**config.mk**
```make
export PLATFORM = sky130hd
export DESIGN_NAME = pad_control
export DESIGN_NICKNAME = d
export VERILOG_FILES = /design/src/rtl/pad_map_pkg.sv /design/src/rtl/pad_sig_pkg.sv /design/src/rtl/pad_periph_if.sv /design/src/rtl/pad_alt_mux.sv /design/src/rtl/pad_out_router.sv /design/src/rtl/pad_in_router.sv /design/src/rtl/pad_control.sv
export VERILOG_INCLUDE_DIRS = /design/src /design/src/rtl
export SDC_FILE = /design/constraint.sdc
export NUM_CORES = 1
export LEC_CHECK = 0
export ABC_AREA = 1
export BUFFER_PORTS_ARGS = -buffer_cell sky130_fd_sc_hd__buf_2
export CAP_MARGIN = 20
export CORE_AREA = 2 2 244 246
export DETAILED_ROUTE_END_ITERATION = 12
export DIE_AREA = 0 0 246 248
export GPL_TIMING_DRIVEN = 0
export PLACE_DENSITY = 0.39
export SKIP_LAST_GASP = 1
export SYNTH_ARGS = -nofsm -noshare
export SYNTH_HDL_FRONTEND = slang
export SYNTH_SLANG_ARGS = --single-unit
```
**constraint.sdc**
```tcl
create_clock -name vclk -period 2.19
set_clock_uncertainty 0.15 [all_clocks]
set_input_delay 0.657 -clock vclk [all_inputs]
set_output_delay 0.657 -clock vclk [all_outputs]
set_load 0.01 [all_outputs]
```
**src/rtl/pad_control_cfg.svh**
```systemverilog
// sizing macros for the pad multiplexer and its packages
`ifndef PAD_CONTROL_CFG_SVH
`define PAD_CONTROL_CFG_SVH

// pads in the frame
// each pad also owns the gpio bit with the same index
`define PAD_NUM 22

// pad configuration word (drive strength, pulls)
`define PAD_CFG_W 6

// spi master data lines and chip selects
`define SPI_LINES 4
`define SPI_CSN 2

// camera parallel data bus
`define CAM_DATA_W 8

// width of each timer output group
`define TIMER_W 4

`endif

```
**src/rtl/pad_map_pkg.sv**
```systemverilog
// pad positions and alternate-function selects of the pad multiplexer
`include "pad_control_cfg.svh"

package pad_map_pkg;

   // alternate function of one pad, 2 bits of the pad control register
   typedef enum logic [1:0] {
      ALT_PERIPH   = 2'd0,
      ALT_GPIO     = 2'd1,
      ALT_SECOND   = 2'd2,
      ALT_RESERVED = 2'd3
   } pad_alt_e;

   // position of each pad in the frame
   typedef enum logic [$clog2(`PAD_NUM)-1:0] {
      // spi master
      SPIM_SDIO0 = 0,
      SPIM_SDIO1,
      SPIM_SDIO2,
      SPIM_SDIO3,
      SPIM_CSN0,
      SPIM_CSN1,
      SPIM_SCK,
      // uart
      UART_RX    = 7,
      UART_TX,
      // camera, contiguous so the timers can walk it in order
      CAM_PCLK   = 9,
      CAM_HSYNC,
      CAM_DATA0,
      CAM_DATA1,
      CAM_DATA2,
      CAM_DATA3,
      CAM_DATA4,
      CAM_DATA5,
      CAM_DATA6,
      CAM_DATA7,
      CAM_VSYNC,
      // i2c port 0
      I2C0_SDA   = 20,
      I2C0_SCL
   } pad_idx_e;

endpackage

```
**src/rtl/pad_sig_pkg.sv**
```systemverilog
// per-pad drive and configuration types of the pad multiplexer
`include "pad_control_cfg.svh"

package pad_sig_pkg;

   ////////////////////
   // drive toward one pad

   // out is the level, oe turns the pad driver on
   typedef struct packed {
      logic out;
      logic oe;
   } pad_drive_t;

   ////////////////////
   // pad configuration

   // word handed to the pad cell
   typedef logic [`PAD_CFG_W-1:0] pad_cfg_t;

endpackage

```
**src/rtl/pad_periph_if.sv**
```systemverilog
// peripheral side of the pad multiplexer with an output view and an input view
`timescale 1ns/1ps
`include "pad_control_cfg.svh"

interface pad_periph_if;

   // spi master
   logic                                  spi_clk;
   logic [`SPI_CSN-1:0]                   spi_csn;
   logic [`SPI_LINES-1:0]                 spi_oen;
   logic [`SPI_LINES-1:0]                 spi_sdo;
   logic [`SPI_LINES-1:0]                 spi_sdi;

   // uart
   logic                                  uart_tx;
   logic                                  uart_rx;

   // i2c, bit 0 is port 0 and bit 1 is port 1
   logic [1:0]                            i2c_scl_out;
   logic [1:0]                            i2c_scl_oe;
   logic [1:0]                            i2c_sda_out;
   logic [1:0]                            i2c_sda_oe;
   logic [1:0]                            i2c_scl_in;
   logic [1:0]                            i2c_sda_in;

   // camera
   logic                                  cam_pclk;
   logic                                  cam_hsync;
   logic                                  cam_vsync;
   logic [`CAM_DATA_W-1:0]                cam_data;

   // timers
   logic [`TIMER_W-1:0]                   timer1;
   logic [`TIMER_W-1:0]                   timer2;
   logic [`TIMER_W-1:0]                   timer3;

   // gpio
   logic [`PAD_NUM-1:0]                   gpio_out;
   logic [`PAD_NUM-1:0]                   gpio_dir;
   pad_sig_pkg::pad_cfg_t [`PAD_NUM-1:0]  gpio_cfg;
   logic [`PAD_NUM-1:0]                   gpio_in;

   // what the output router reads
   modport out_side (
      input spi_clk, spi_csn, spi_oen, spi_sdo, uart_tx,
      input i2c_scl_out, i2c_scl_oe, i2c_sda_out, i2c_sda_oe,
      input timer1, timer2, timer3, gpio_out, gpio_dir, gpio_cfg
   );

   // what the input router drives
   modport in_side (
      output spi_sdi, uart_rx, cam_pclk, cam_hsync, cam_vsync, cam_data,
      output i2c_scl_in, i2c_sda_in, gpio_in
   );

endinterface

```
**src/rtl/pad_alt_mux.sv**
```systemverilog
// four-way alternate-function select for one pad, any packed payload
`timescale 1ns/1ps

module pad_alt_mux #(
   parameter type payload_t = pad_sig_pkg::pad_drive_t
) (
   input  pad_map_pkg::pad_alt_e sel_i,
   input  payload_t [3:0]        alt_i,
   output payload_t              pick_o
);

   // alt_i is indexed by the select encoding
   always_comb begin
      case (sel_i)
         pad_map_pkg::ALT_PERIPH: begin
            pick_o = alt_i[pad_map_pkg::ALT_PERIPH];
         end
         pad_map_pkg::ALT_GPIO: begin
            pick_o = alt_i[pad_map_pkg::ALT_GPIO];
         end
         pad_map_pkg::ALT_SECOND: begin
            pick_o = alt_i[pad_map_pkg::ALT_SECOND];
         end
         default: begin
            pick_o = alt_i[pad_map_pkg::ALT_RESERVED];
         end
      endcase
   end

endmodule

```
**src/rtl/pad_out_router.sv**
```systemverilog
// output side of the pad mux that builds every pad's alternates and selects one
`timescale 1ns/1ps
`include "pad_control_cfg.svh"

module pad_out_router (
   input  pad_map_pkg::pad_alt_e [`PAD_NUM-1:0] pad_mux_i,
   input  pad_sig_pkg::pad_cfg_t [`PAD_NUM-1:0] pad_cfg_i,
   pad_periph_if.out_side                       periph,
   output logic                  [`PAD_NUM-1:0] pad_out_o,
   output logic                  [`PAD_NUM-1:0] pad_oe_o,
   output pad_sig_pkg::pad_cfg_t [`PAD_NUM-1:0] pad_cfg_o
);

   // pclk and hsync, the data pads, then vsync
   localparam int CAM_PADS = `CAM_DATA_W + 3;

   pad_sig_pkg::pad_drive_t [`PAD_NUM-1:0] periph_drv;
   pad_sig_pkg::pad_drive_t [`PAD_NUM-1:0] second_drv;
   pad_sig_pkg::pad_drive_t                i2c1_sda;
   pad_sig_pkg::pad_drive_t                i2c1_scl;
   logic [3*`TIMER_W-1:0]                  timer_bits;

   // timer1 lands on the first camera pads
   assign timer_bits = {periph.timer3, periph.timer2, periph.timer1};

   assign i2c1_sda = '{out: periph.i2c_sda_out[1], oe: periph.i2c_sda_oe[1]};
   assign i2c1_scl = '{out: periph.i2c_scl_out[1], oe: periph.i2c_scl_oe[1]};

   ////////////////////
   // alt 0 sources

   always_comb begin
      // uart rx and the camera pads stay undriven
      periph_drv = '0;
      for (int k = 0; k < `SPI_LINES; k++) begin
         periph_drv[pad_map_pkg::SPIM_SDIO0 + k] = '{
            out: periph.spi_sdo[k],
            oe:  ~periph.spi_oen[k]
         };
      end
      for (int k = 0; k < `SPI_CSN; k++) begin
         periph_drv[pad_map_pkg::SPIM_CSN0 + k] = '{out: periph.spi_csn[k], oe: 1'b1};
      end
      periph_drv[pad_map_pkg::SPIM_SCK] = '{out: periph.spi_clk, oe: 1'b1};
      periph_drv[pad_map_pkg::UART_TX]  = '{out: periph.uart_tx, oe: 1'b1};
      // i2c port 0 is open drain, oe comes from the controller
      periph_drv[pad_map_pkg::I2C0_SDA] = '{
         out: periph.i2c_sda_out[0],
         oe:  periph.i2c_sda_oe[0]
      };
      periph_drv[pad_map_pkg::I2C0_SCL] = '{
         out: periph.i2c_scl_out[0],
         oe:  periph.i2c_scl_oe[0]
      };
   end

   ////////////////////
   // alt 2 sources

   always_comb begin
      second_drv = '0;
      // i2c port 1 has two pad pairs to choose from
      second_drv[pad_map_pkg::SPIM_SDIO2] = i2c1_sda;
      second_drv[pad_map_pkg::UART_RX]    = i2c1_sda;
      second_drv[pad_map_pkg::SPIM_SDIO3] = i2c1_scl;
      second_drv[pad_map_pkg::UART_TX]    = i2c1_scl;
      // timer bits walk the camera pads in pad order
      for (int i = 0; i < CAM_PADS; i++) begin
         second_drv[pad_map_pkg::CAM_PCLK + i] = '{out: timer_bits[i], oe: 1'b1};
      end
   end

   ////////////////////
   // per-pad select

   for (genvar p = 0; p < `PAD_NUM; p++) begin : g_pad
      pad_sig_pkg::pad_drive_t [3:0] drv_alt;
      pad_sig_pkg::pad_cfg_t   [3:0] cfg_alt;
      pad_sig_pkg::pad_drive_t       drv_pick;

      assign drv_alt[pad_map_pkg::ALT_PERIPH]   = periph_drv[p];
      assign drv_alt[pad_map_pkg::ALT_GPIO]     = '{out: periph.gpio_out[p],
                                                    oe:  periph.gpio_dir[p]};
      assign drv_alt[pad_map_pkg::ALT_SECOND]   = second_drv[p];
      assign drv_alt[pad_map_pkg::ALT_RESERVED] = '0;

      // gpio brings its own config word, everything else uses the default
      assign cfg_alt[pad_map_pkg::ALT_PERIPH]   = pad_cfg_i[p];
      assign cfg_alt[pad_map_pkg::ALT_GPIO]     = periph.gpio_cfg[p];
      assign cfg_alt[pad_map_pkg::ALT_SECOND]   = pad_cfg_i[p];
      assign cfg_alt[pad_map_pkg::ALT_RESERVED] = pad_cfg_i[p];

      pad_alt_mux #(
         .payload_t (pad_sig_pkg::pad_drive_t)
      ) u_drv_mux (
         .sel_i  (pad_mux_i[p]),
         .alt_i  (drv_alt),
         .pick_o (drv_pick)
      );

      pad_alt_mux #(
         .payload_t (pad_sig_pkg::pad_cfg_t)
      ) u_cfg_mux (
         .sel_i  (pad_mux_i[p]),
         .alt_i  (cfg_alt),
         .pick_o (pad_cfg_o[p])
      );

      assign pad_out_o[p] = drv_pick.out;
      assign pad_oe_o[p]  = drv_pick.oe;
   end

endmodule

```
**src/rtl/pad_in_router.sv**
```systemverilog
// input side of the pad mux that returns pad levels to gpio and the peripherals
`timescale 1ns/1ps
`include "pad_control_cfg.svh"

module pad_in_router (
   input  pad_map_pkg::pad_alt_e [`PAD_NUM-1:0] pad_mux_i,
   input  logic                  [`PAD_NUM-1:0] pad_in_i,
   pad_periph_if.in_side                        periph
);

   logic [`PAD_NUM-1:0] sel_periph;
   logic [`PAD_NUM-1:0] sel_gpio;
   logic [`PAD_NUM-1:0] sel_second;

   // decode each pad's select once
   always_comb begin
      for (int p = 0; p < `PAD_NUM; p++) begin
         sel_periph[p] = (pad_mux_i[p] == pad_map_pkg::ALT_PERIPH);
         sel_gpio[p]   = (pad_mux_i[p] == pad_map_pkg::ALT_GPIO);
         sel_second[p] = (pad_mux_i[p] == pad_map_pkg::ALT_SECOND);
      end
   end

   ////////////////////
   // alt 0 inputs

   // a peripheral sees its pad only while that pad is on alt 0
   always_comb begin
      for (int k = 0; k < `SPI_LINES; k++) begin
         periph.spi_sdi[k] = sel_periph[pad_map_pkg::SPIM_SDIO0 + k] &
                             pad_in_i[pad_map_pkg::SPIM_SDIO0 + k];
      end
      // uart idles high
      periph.uart_rx = sel_periph[pad_map_pkg::UART_RX] ?
                       pad_in_i[pad_map_pkg::UART_RX] : 1'b1;
      periph.cam_pclk  = sel_periph[pad_map_pkg::CAM_PCLK] & pad_in_i[pad_map_pkg::CAM_PCLK];
      periph.cam_hsync = sel_periph[pad_map_pkg::CAM_HSYNC] & pad_in_i[pad_map_pkg::CAM_HSYNC];
      periph.cam_vsync = sel_periph[pad_map_pkg::CAM_VSYNC] & pad_in_i[pad_map_pkg::CAM_VSYNC];
      for (int k = 0; k < `CAM_DATA_W; k++) begin
         periph.cam_data[k] = sel_periph[pad_map_pkg::CAM_DATA0 + k] &
                              pad_in_i[pad_map_pkg::CAM_DATA0 + k];
      end
      // released i2c lines read high
      periph.i2c_sda_in[0] = sel_periph[pad_map_pkg::I2C0_SDA] ?
                             pad_in_i[pad_map_pkg::I2C0_SDA] : 1'b1;
      periph.i2c_scl_in[0] = sel_periph[pad_map_pkg::I2C0_SCL] ?
                             pad_in_i[pad_map_pkg::I2C0_SCL] : 1'b1;
   end

   ////////////////////
   // alt 1 and alt 2 inputs

   assign periph.gpio_in = pad_in_i & sel_gpio;

   // spi data pads win over the uart pads when both carry i2c port 1
   always_comb begin
      if (sel_second[pad_map_pkg::SPIM_SDIO2]) begin
         periph.i2c_sda_in[1] = pad_in_i[pad_map_pkg::SPIM_SDIO2];
      end else if (sel_second[pad_map_pkg::UART_RX]) begin
         periph.i2c_sda_in[1] = pad_in_i[pad_map_pkg::UART_RX];
      end else begin
         periph.i2c_sda_in[1] = 1'b1;
      end
      if (sel_second[pad_map_pkg::SPIM_SDIO3]) begin
         periph.i2c_scl_in[1] = pad_in_i[pad_map_pkg::SPIM_SDIO3];
      end else if (sel_second[pad_map_pkg::UART_TX]) begin
         periph.i2c_scl_in[1] = pad_in_i[pad_map_pkg::UART_TX];
      end else begin
         periph.i2c_scl_in[1] = 1'b1;
      end
   end

endmodule

```
**src/rtl/pad_control.sv**
```systemverilog
// pad multiplexer top level connecting peripherals, gpio and the pad frame
`timescale 1ns/1ps
`include "pad_control_cfg.svh"

module pad_control (
   // pad control register
   input  pad_map_pkg::pad_alt_e [`PAD_NUM-1:0] pad_mux_i,
   input  pad_sig_pkg::pad_cfg_t [`PAD_NUM-1:0] pad_cfg_i,
   output pad_sig_pkg::pad_cfg_t [`PAD_NUM-1:0] pad_cfg_o,
   // gpio
   input  logic                  [`PAD_NUM-1:0] gpio_out_i,
   input  logic                  [`PAD_NUM-1:0] gpio_dir_i,
   input  pad_sig_pkg::pad_cfg_t [`PAD_NUM-1:0] gpio_cfg_i,
   output logic                  [`PAD_NUM-1:0] gpio_in_o,
   // spi master
   input  logic                                 spi_clk_i,
   input  logic                  [`SPI_CSN-1:0] spi_csn_i,
   input  logic                [`SPI_LINES-1:0] spi_oen_i,
   input  logic                [`SPI_LINES-1:0] spi_sdo_i,
   output logic                [`SPI_LINES-1:0] spi_sdi_o,
   // uart
   input  logic                                 uart_tx_i,
   output logic                                 uart_rx_o,
   // i2c ports 0 and 1
   input  logic                           [1:0] i2c_scl_out_i,
   input  logic                           [1:0] i2c_scl_oe_i,
   input  logic                           [1:0] i2c_sda_out_i,
   input  logic                           [1:0] i2c_sda_oe_i,
   output logic                           [1:0] i2c_scl_in_o,
   output logic                           [1:0] i2c_sda_in_o,
   // camera
   output logic                                 cam_pclk_o,
   output logic                                 cam_hsync_o,
   output logic                                 cam_vsync_o,
   output logic               [`CAM_DATA_W-1:0] cam_data_o,
   // timers
   input  logic                  [`TIMER_W-1:0] timer1_i,
   input  logic                  [`TIMER_W-1:0] timer2_i,
   input  logic                  [`TIMER_W-1:0] timer3_i,
   // pad frame
   output logic                  [`PAD_NUM-1:0] pad_out_o,
   output logic                  [`PAD_NUM-1:0] pad_oe_o,
   input  logic                  [`PAD_NUM-1:0] pad_in_i
);

   pad_periph_if u_periph ();

   ////////////////////
   // peripheral outputs into the bundle

   assign u_periph.spi_clk     = spi_clk_i;
   assign u_periph.spi_csn     = spi_csn_i;
   assign u_periph.spi_oen     = spi_oen_i;
   assign u_periph.spi_sdo     = spi_sdo_i;
   assign u_periph.uart_tx     = uart_tx_i;
   assign u_periph.i2c_scl_out = i2c_scl_out_i;
   assign u_periph.i2c_scl_oe  = i2c_scl_oe_i;
   assign u_periph.i2c_sda_out = i2c_sda_out_i;
   assign u_periph.i2c_sda_oe  = i2c_sda_oe_i;
   assign u_periph.timer1      = timer1_i;
   assign u_periph.timer2      = timer2_i;
   assign u_periph.timer3      = timer3_i;
   assign u_periph.gpio_out    = gpio_out_i;
   assign u_periph.gpio_dir    = gpio_dir_i;
   assign u_periph.gpio_cfg    = gpio_cfg_i;

   ////////////////////
   // peripheral inputs back out

   assign spi_sdi_o    = u_periph.spi_sdi;
   assign uart_rx_o    = u_periph.uart_rx;
   assign i2c_scl_in_o = u_periph.i2c_scl_in;
   assign i2c_sda_in_o = u_periph.i2c_sda_in;
   assign cam_pclk_o   = u_periph.cam_pclk;
   assign cam_hsync_o  = u_periph.cam_hsync;
   assign cam_vsync_o  = u_periph.cam_vsync;
   assign cam_data_o   = u_periph.cam_data;
   assign gpio_in_o    = u_periph.gpio_in;

   pad_out_router u_out_router (
      .pad_mux_i (pad_mux_i),
      .pad_cfg_i (pad_cfg_i),
      .periph    (u_periph.out_side),
      .pad_out_o (pad_out_o),
      .pad_oe_o  (pad_oe_o),
      .pad_cfg_o (pad_cfg_o)
   );

   pad_in_router u_in_router (
      .pad_mux_i (pad_mux_i),
      .pad_in_i  (pad_in_i),
      .periph    (u_periph.in_side)
   );

endmodule

```
---- Word level (Yosys, flattened, before mapping) ----
Cells that the tools add are included.
storage, ports and cells
  flip-flop bits (word level) ............. 0
  bits of input ports ..................... 406
  output and inout bits ................... 218
  word-level logic and storage cells ...... 130
operators by class
  equal/unequal tests ..................... 37
  multiplexer cells ....................... 51
  bitwise logic cells ..................... 20
  reduce and logical (&&, ||, !) cells .... 22
operators with widths
  kind                                                 number
  two-way mux 6 bit                                    22
  case mux 2 bit (2 select lines)                      19
  equality test 2 x 1 -> 1 bit, second input constant  22
  zero test 2 bit                                      22
  equality test 2 bit, second input constant           15
  AND 22 bit                                           1
  case mux 2 bit (3 select lines)                      3
  AND 1 bit                                            15
  two-way mux 1 bit                                    7
  inverter 1 bit                                       4

---- Depth between registers and ports, before layout ----
  word-level depth ........................ 3
  mapped depth ............................ 5
  mapped depth without buffers ............ 5

---- Cells and area by module ----
Synthesis repeated with hierarchy kept, for this count alone.
unflattened totals
  cell total of the unflattened synthesis .. 1121
  area total of the unflattened synthesis .. 5825.6 µm²
modules (own cells, without submodules)
  module                                              times used  cells an instance  area an instance (µm²)  sequential area each (µm²)
  pad_alt_mux at u_out_router.g_pad[0].u_cfg_mux ...  22          35                 186.4                   0.0
  pad_alt_mux at u_out_router.g_pad[0].u_drv_mux ...  22          12                 60.1                    0.0
  pad_in_router                                       1           81                 380.4                   0.0
  pad_out_router                                      1           6                  22.5                    0.0

---- Worst setup path before layout ----
No wires, ideal clock.
  path kind ............................... input to output
  start point ............................. input port pad_mux_i[15] (netlist name)
  end point ............................... output port pad_cfg_o[44] (netlist name)
  data arrival time ....................... 1375 ps
  required time ........................... 1383 ps
  slack ................................... 8 ps
  stages on the path ...................... 4
  buffers on the path ..................... 1
  cell sequence ........................... inv_1 -> ha_1 -> buf_2 -> o21ai_0
RTL lines
  item                line              text
  start: declaration  pad_control.sv:7  input pad_map_pkg::pad_alt_e [`PAD_NUM-1:0] pad_mux_i,
  end: declaration    pad_control.sv:9  output pad_sig_pkg::pad_cfg_t [`PAD_NUM-1:0] pad_cfg_o,

==> run metrics <==
status=finished with violations; failing checks=negative setup slack; Worst slew margin=0.769; layout cells sized above 1=0.667; family with the most delay on the worst path=buffers and inverters; period utilization=1.03; worst path bufs/invs=4; synth top area cells=nand2_1, ha_1, inv_1; initial antenna violation count=4; register area share after synthesis=0; Mapped Nets=~1,200; Final Util=0.173; DR vias=between 7,000 and 8,000; Final Critical Period=~2300 ps; Fill cells=6,830; PortBufs=617; P&R area growth vs syn=188%; Worst EP arrival=1460 ps; # DRC=0; kind of critical path=in -> out; worst hold path depth=4; Chip Height=around 250 µm; Post-synth top cells=nand2_1, inv_1, nand3_1, o21ai_0, ha_1; Yosys cell types=15; synthesized area=3510 µm²; GPL Wtd Cong=just over 0.8; share of the synthesized area in the top cell type=0.303; critical-path cell list=buf_8, inv_8, ha_4, buf_12, nand2_2, o21ai_2, buf_2; Worst VDD drop=between 80 and 90 µV; leakage=between 5 and 6 nW; final setup fails=47; Max Transition Viols Final=0; CP endpoint kind=output pin; RSZ-0062 raised after global routing=true; leading area contributor after synthesis=nand2_1; slowest stage delay, CP=approximately 200 ps; Avg WL per Cell=between 10 and 15 µm; final setup margin=-72.7 ps; chip width=about 250 µm; Hold Fails Final Rpt=0; sequential cell area=0 µm²; Syn Inst Count=743; most frequent cell after synthesis=nand2_1; slowest CP cell=ha_4; Die ar.=approximately 61,000 µm²; Starting Density=0.0600; Finished Layout Cells=between 2,000 and 2,500; number of hold buffers added after cts=0; ANT nets after route=0; max_cap viols=0; Core Region=58,500 µm²; final hold slack=roughly 1400 ps; Worst-Margin Slew=~350 ps; PwrDens=194 nW/µm²; HP Class=in -> out; Layout Nets=1,868; CP required=approximately 1400 ps; post-route setup TNS=-1270 ps; Seq Cell Count=0; largest net degree at the start of global routing=11; type of origin of the critical path=input pin; Levels on crit path=7; via density per instance=3.30; grt total ovfl=0; Ant. Diodes=0; hpwl dp=24,900 µm; f_max=442 MHz; Avg Inst Size Synth=approximately 4.7 µm²; DRT Wirelength=between 20,000 and 30,000 µm; first-pass GRT wire length=around 38,000 µm; Pwr Total=1.96 mW; clock buffers=0; drt first pass iters=4; GRT Total Usage=0.0823; Yosys warning total=0; DR iter-0 viols=132; Ports=about 620; FP Rows=about 90; Placed Cells incl. Taps=about 2,100; vias in the first global route=~6,900; crit path max fanout=5
==> layout make-up <==
| class | count | area, µm² | share of cell area |
|---|---|---|---|
| plain buffers | 22 | 273 | 0.0270 |
| repair buffers | 670 | 4120 | 0.408 |
| multi-input cells | 559 | 3990 | 0.395 |
| well taps | 773 | 967 | 0.0959 |
| inverters | 162 | 742 | 0.0735 |
==> path summary, 6_finish.rpt <==
path / end / slack (ps) / from
worst max-delay path: pad_cfg_o[69] / -70 / pad_mux_i[23]
worst min-delay path: pad_cfg_o[51] / 1440 / pad_cfg_i[51]
==> cell usage in the layout, fill, tap and decap left out, types with 7 or more instances in the layout <==
cell     count
a21oi_1      7
a21oi_2     15
buf_12      10
buf_2      569
buf_4       32
buf_6       49
buf_8       20
ha_1         8
ha_4        34
inv_1      119
inv_2       16
inv_4       10
inv_6        8
inv_8        7
nand2_1    189
nand2_2     64
nand2_4     31
nand3_1     85
nor2_1      24
o21ai_1     37
o21ai_2     30
o21ai_4      7
==> tightest hold or removal path: cells and delay by family <==
kind / cells / cell delay (ps)
buffers and inverters: 2 / 190
and+or+nand+nor: 2 / 80
==> per-layer routing <==
metal,GRT usage,vias up,share of wire
met4,0.0273,4,0.036
met3,0.0169,40,0.085
met5,0,-,0.00091
met2,0.174,417,0.55
met1,0.0766,3142,0.33
li1,-,3619,-
==> logic make-up (layout without fill, tap and decap cells) <==
kind of cell,count (synthesis),in the layout,share of synthesized area
AO/OA/AOI/OAI,101,101,0.144
AND/OR/NAND/NOR,411,411,0.477
adder cells (fa/ha/maj),47,47,0.168
buffers and inverters,184,854,0.211
==> metrics by stage <==
stage               area, µm²  worst slack, ps
floorplan                3510             8.04
global placement         7560             -629
detailed placement       7560             -601
CTS                      9160            -87.7
global route            10100             -116
finish                  10100            -72.7
==> what timing repair did <==
| action | in CTS | in global routing |
|---|---|---|
| resized for setup | 406 | 193 |
| cloned | 12 | 2 |
| setup endpoints to repair | 157 | 117 |
| buffers inserted | 24 | 15 |
| pin swaps | 54 | 60 |
==> where the power goes <==
part	internal [mW]	switching, mW
clock network	0	0
logic	0.955	1.00
registers	0	0
total	0.955	1.00
No activity file was read; power rests on OpenSTA's default activity.
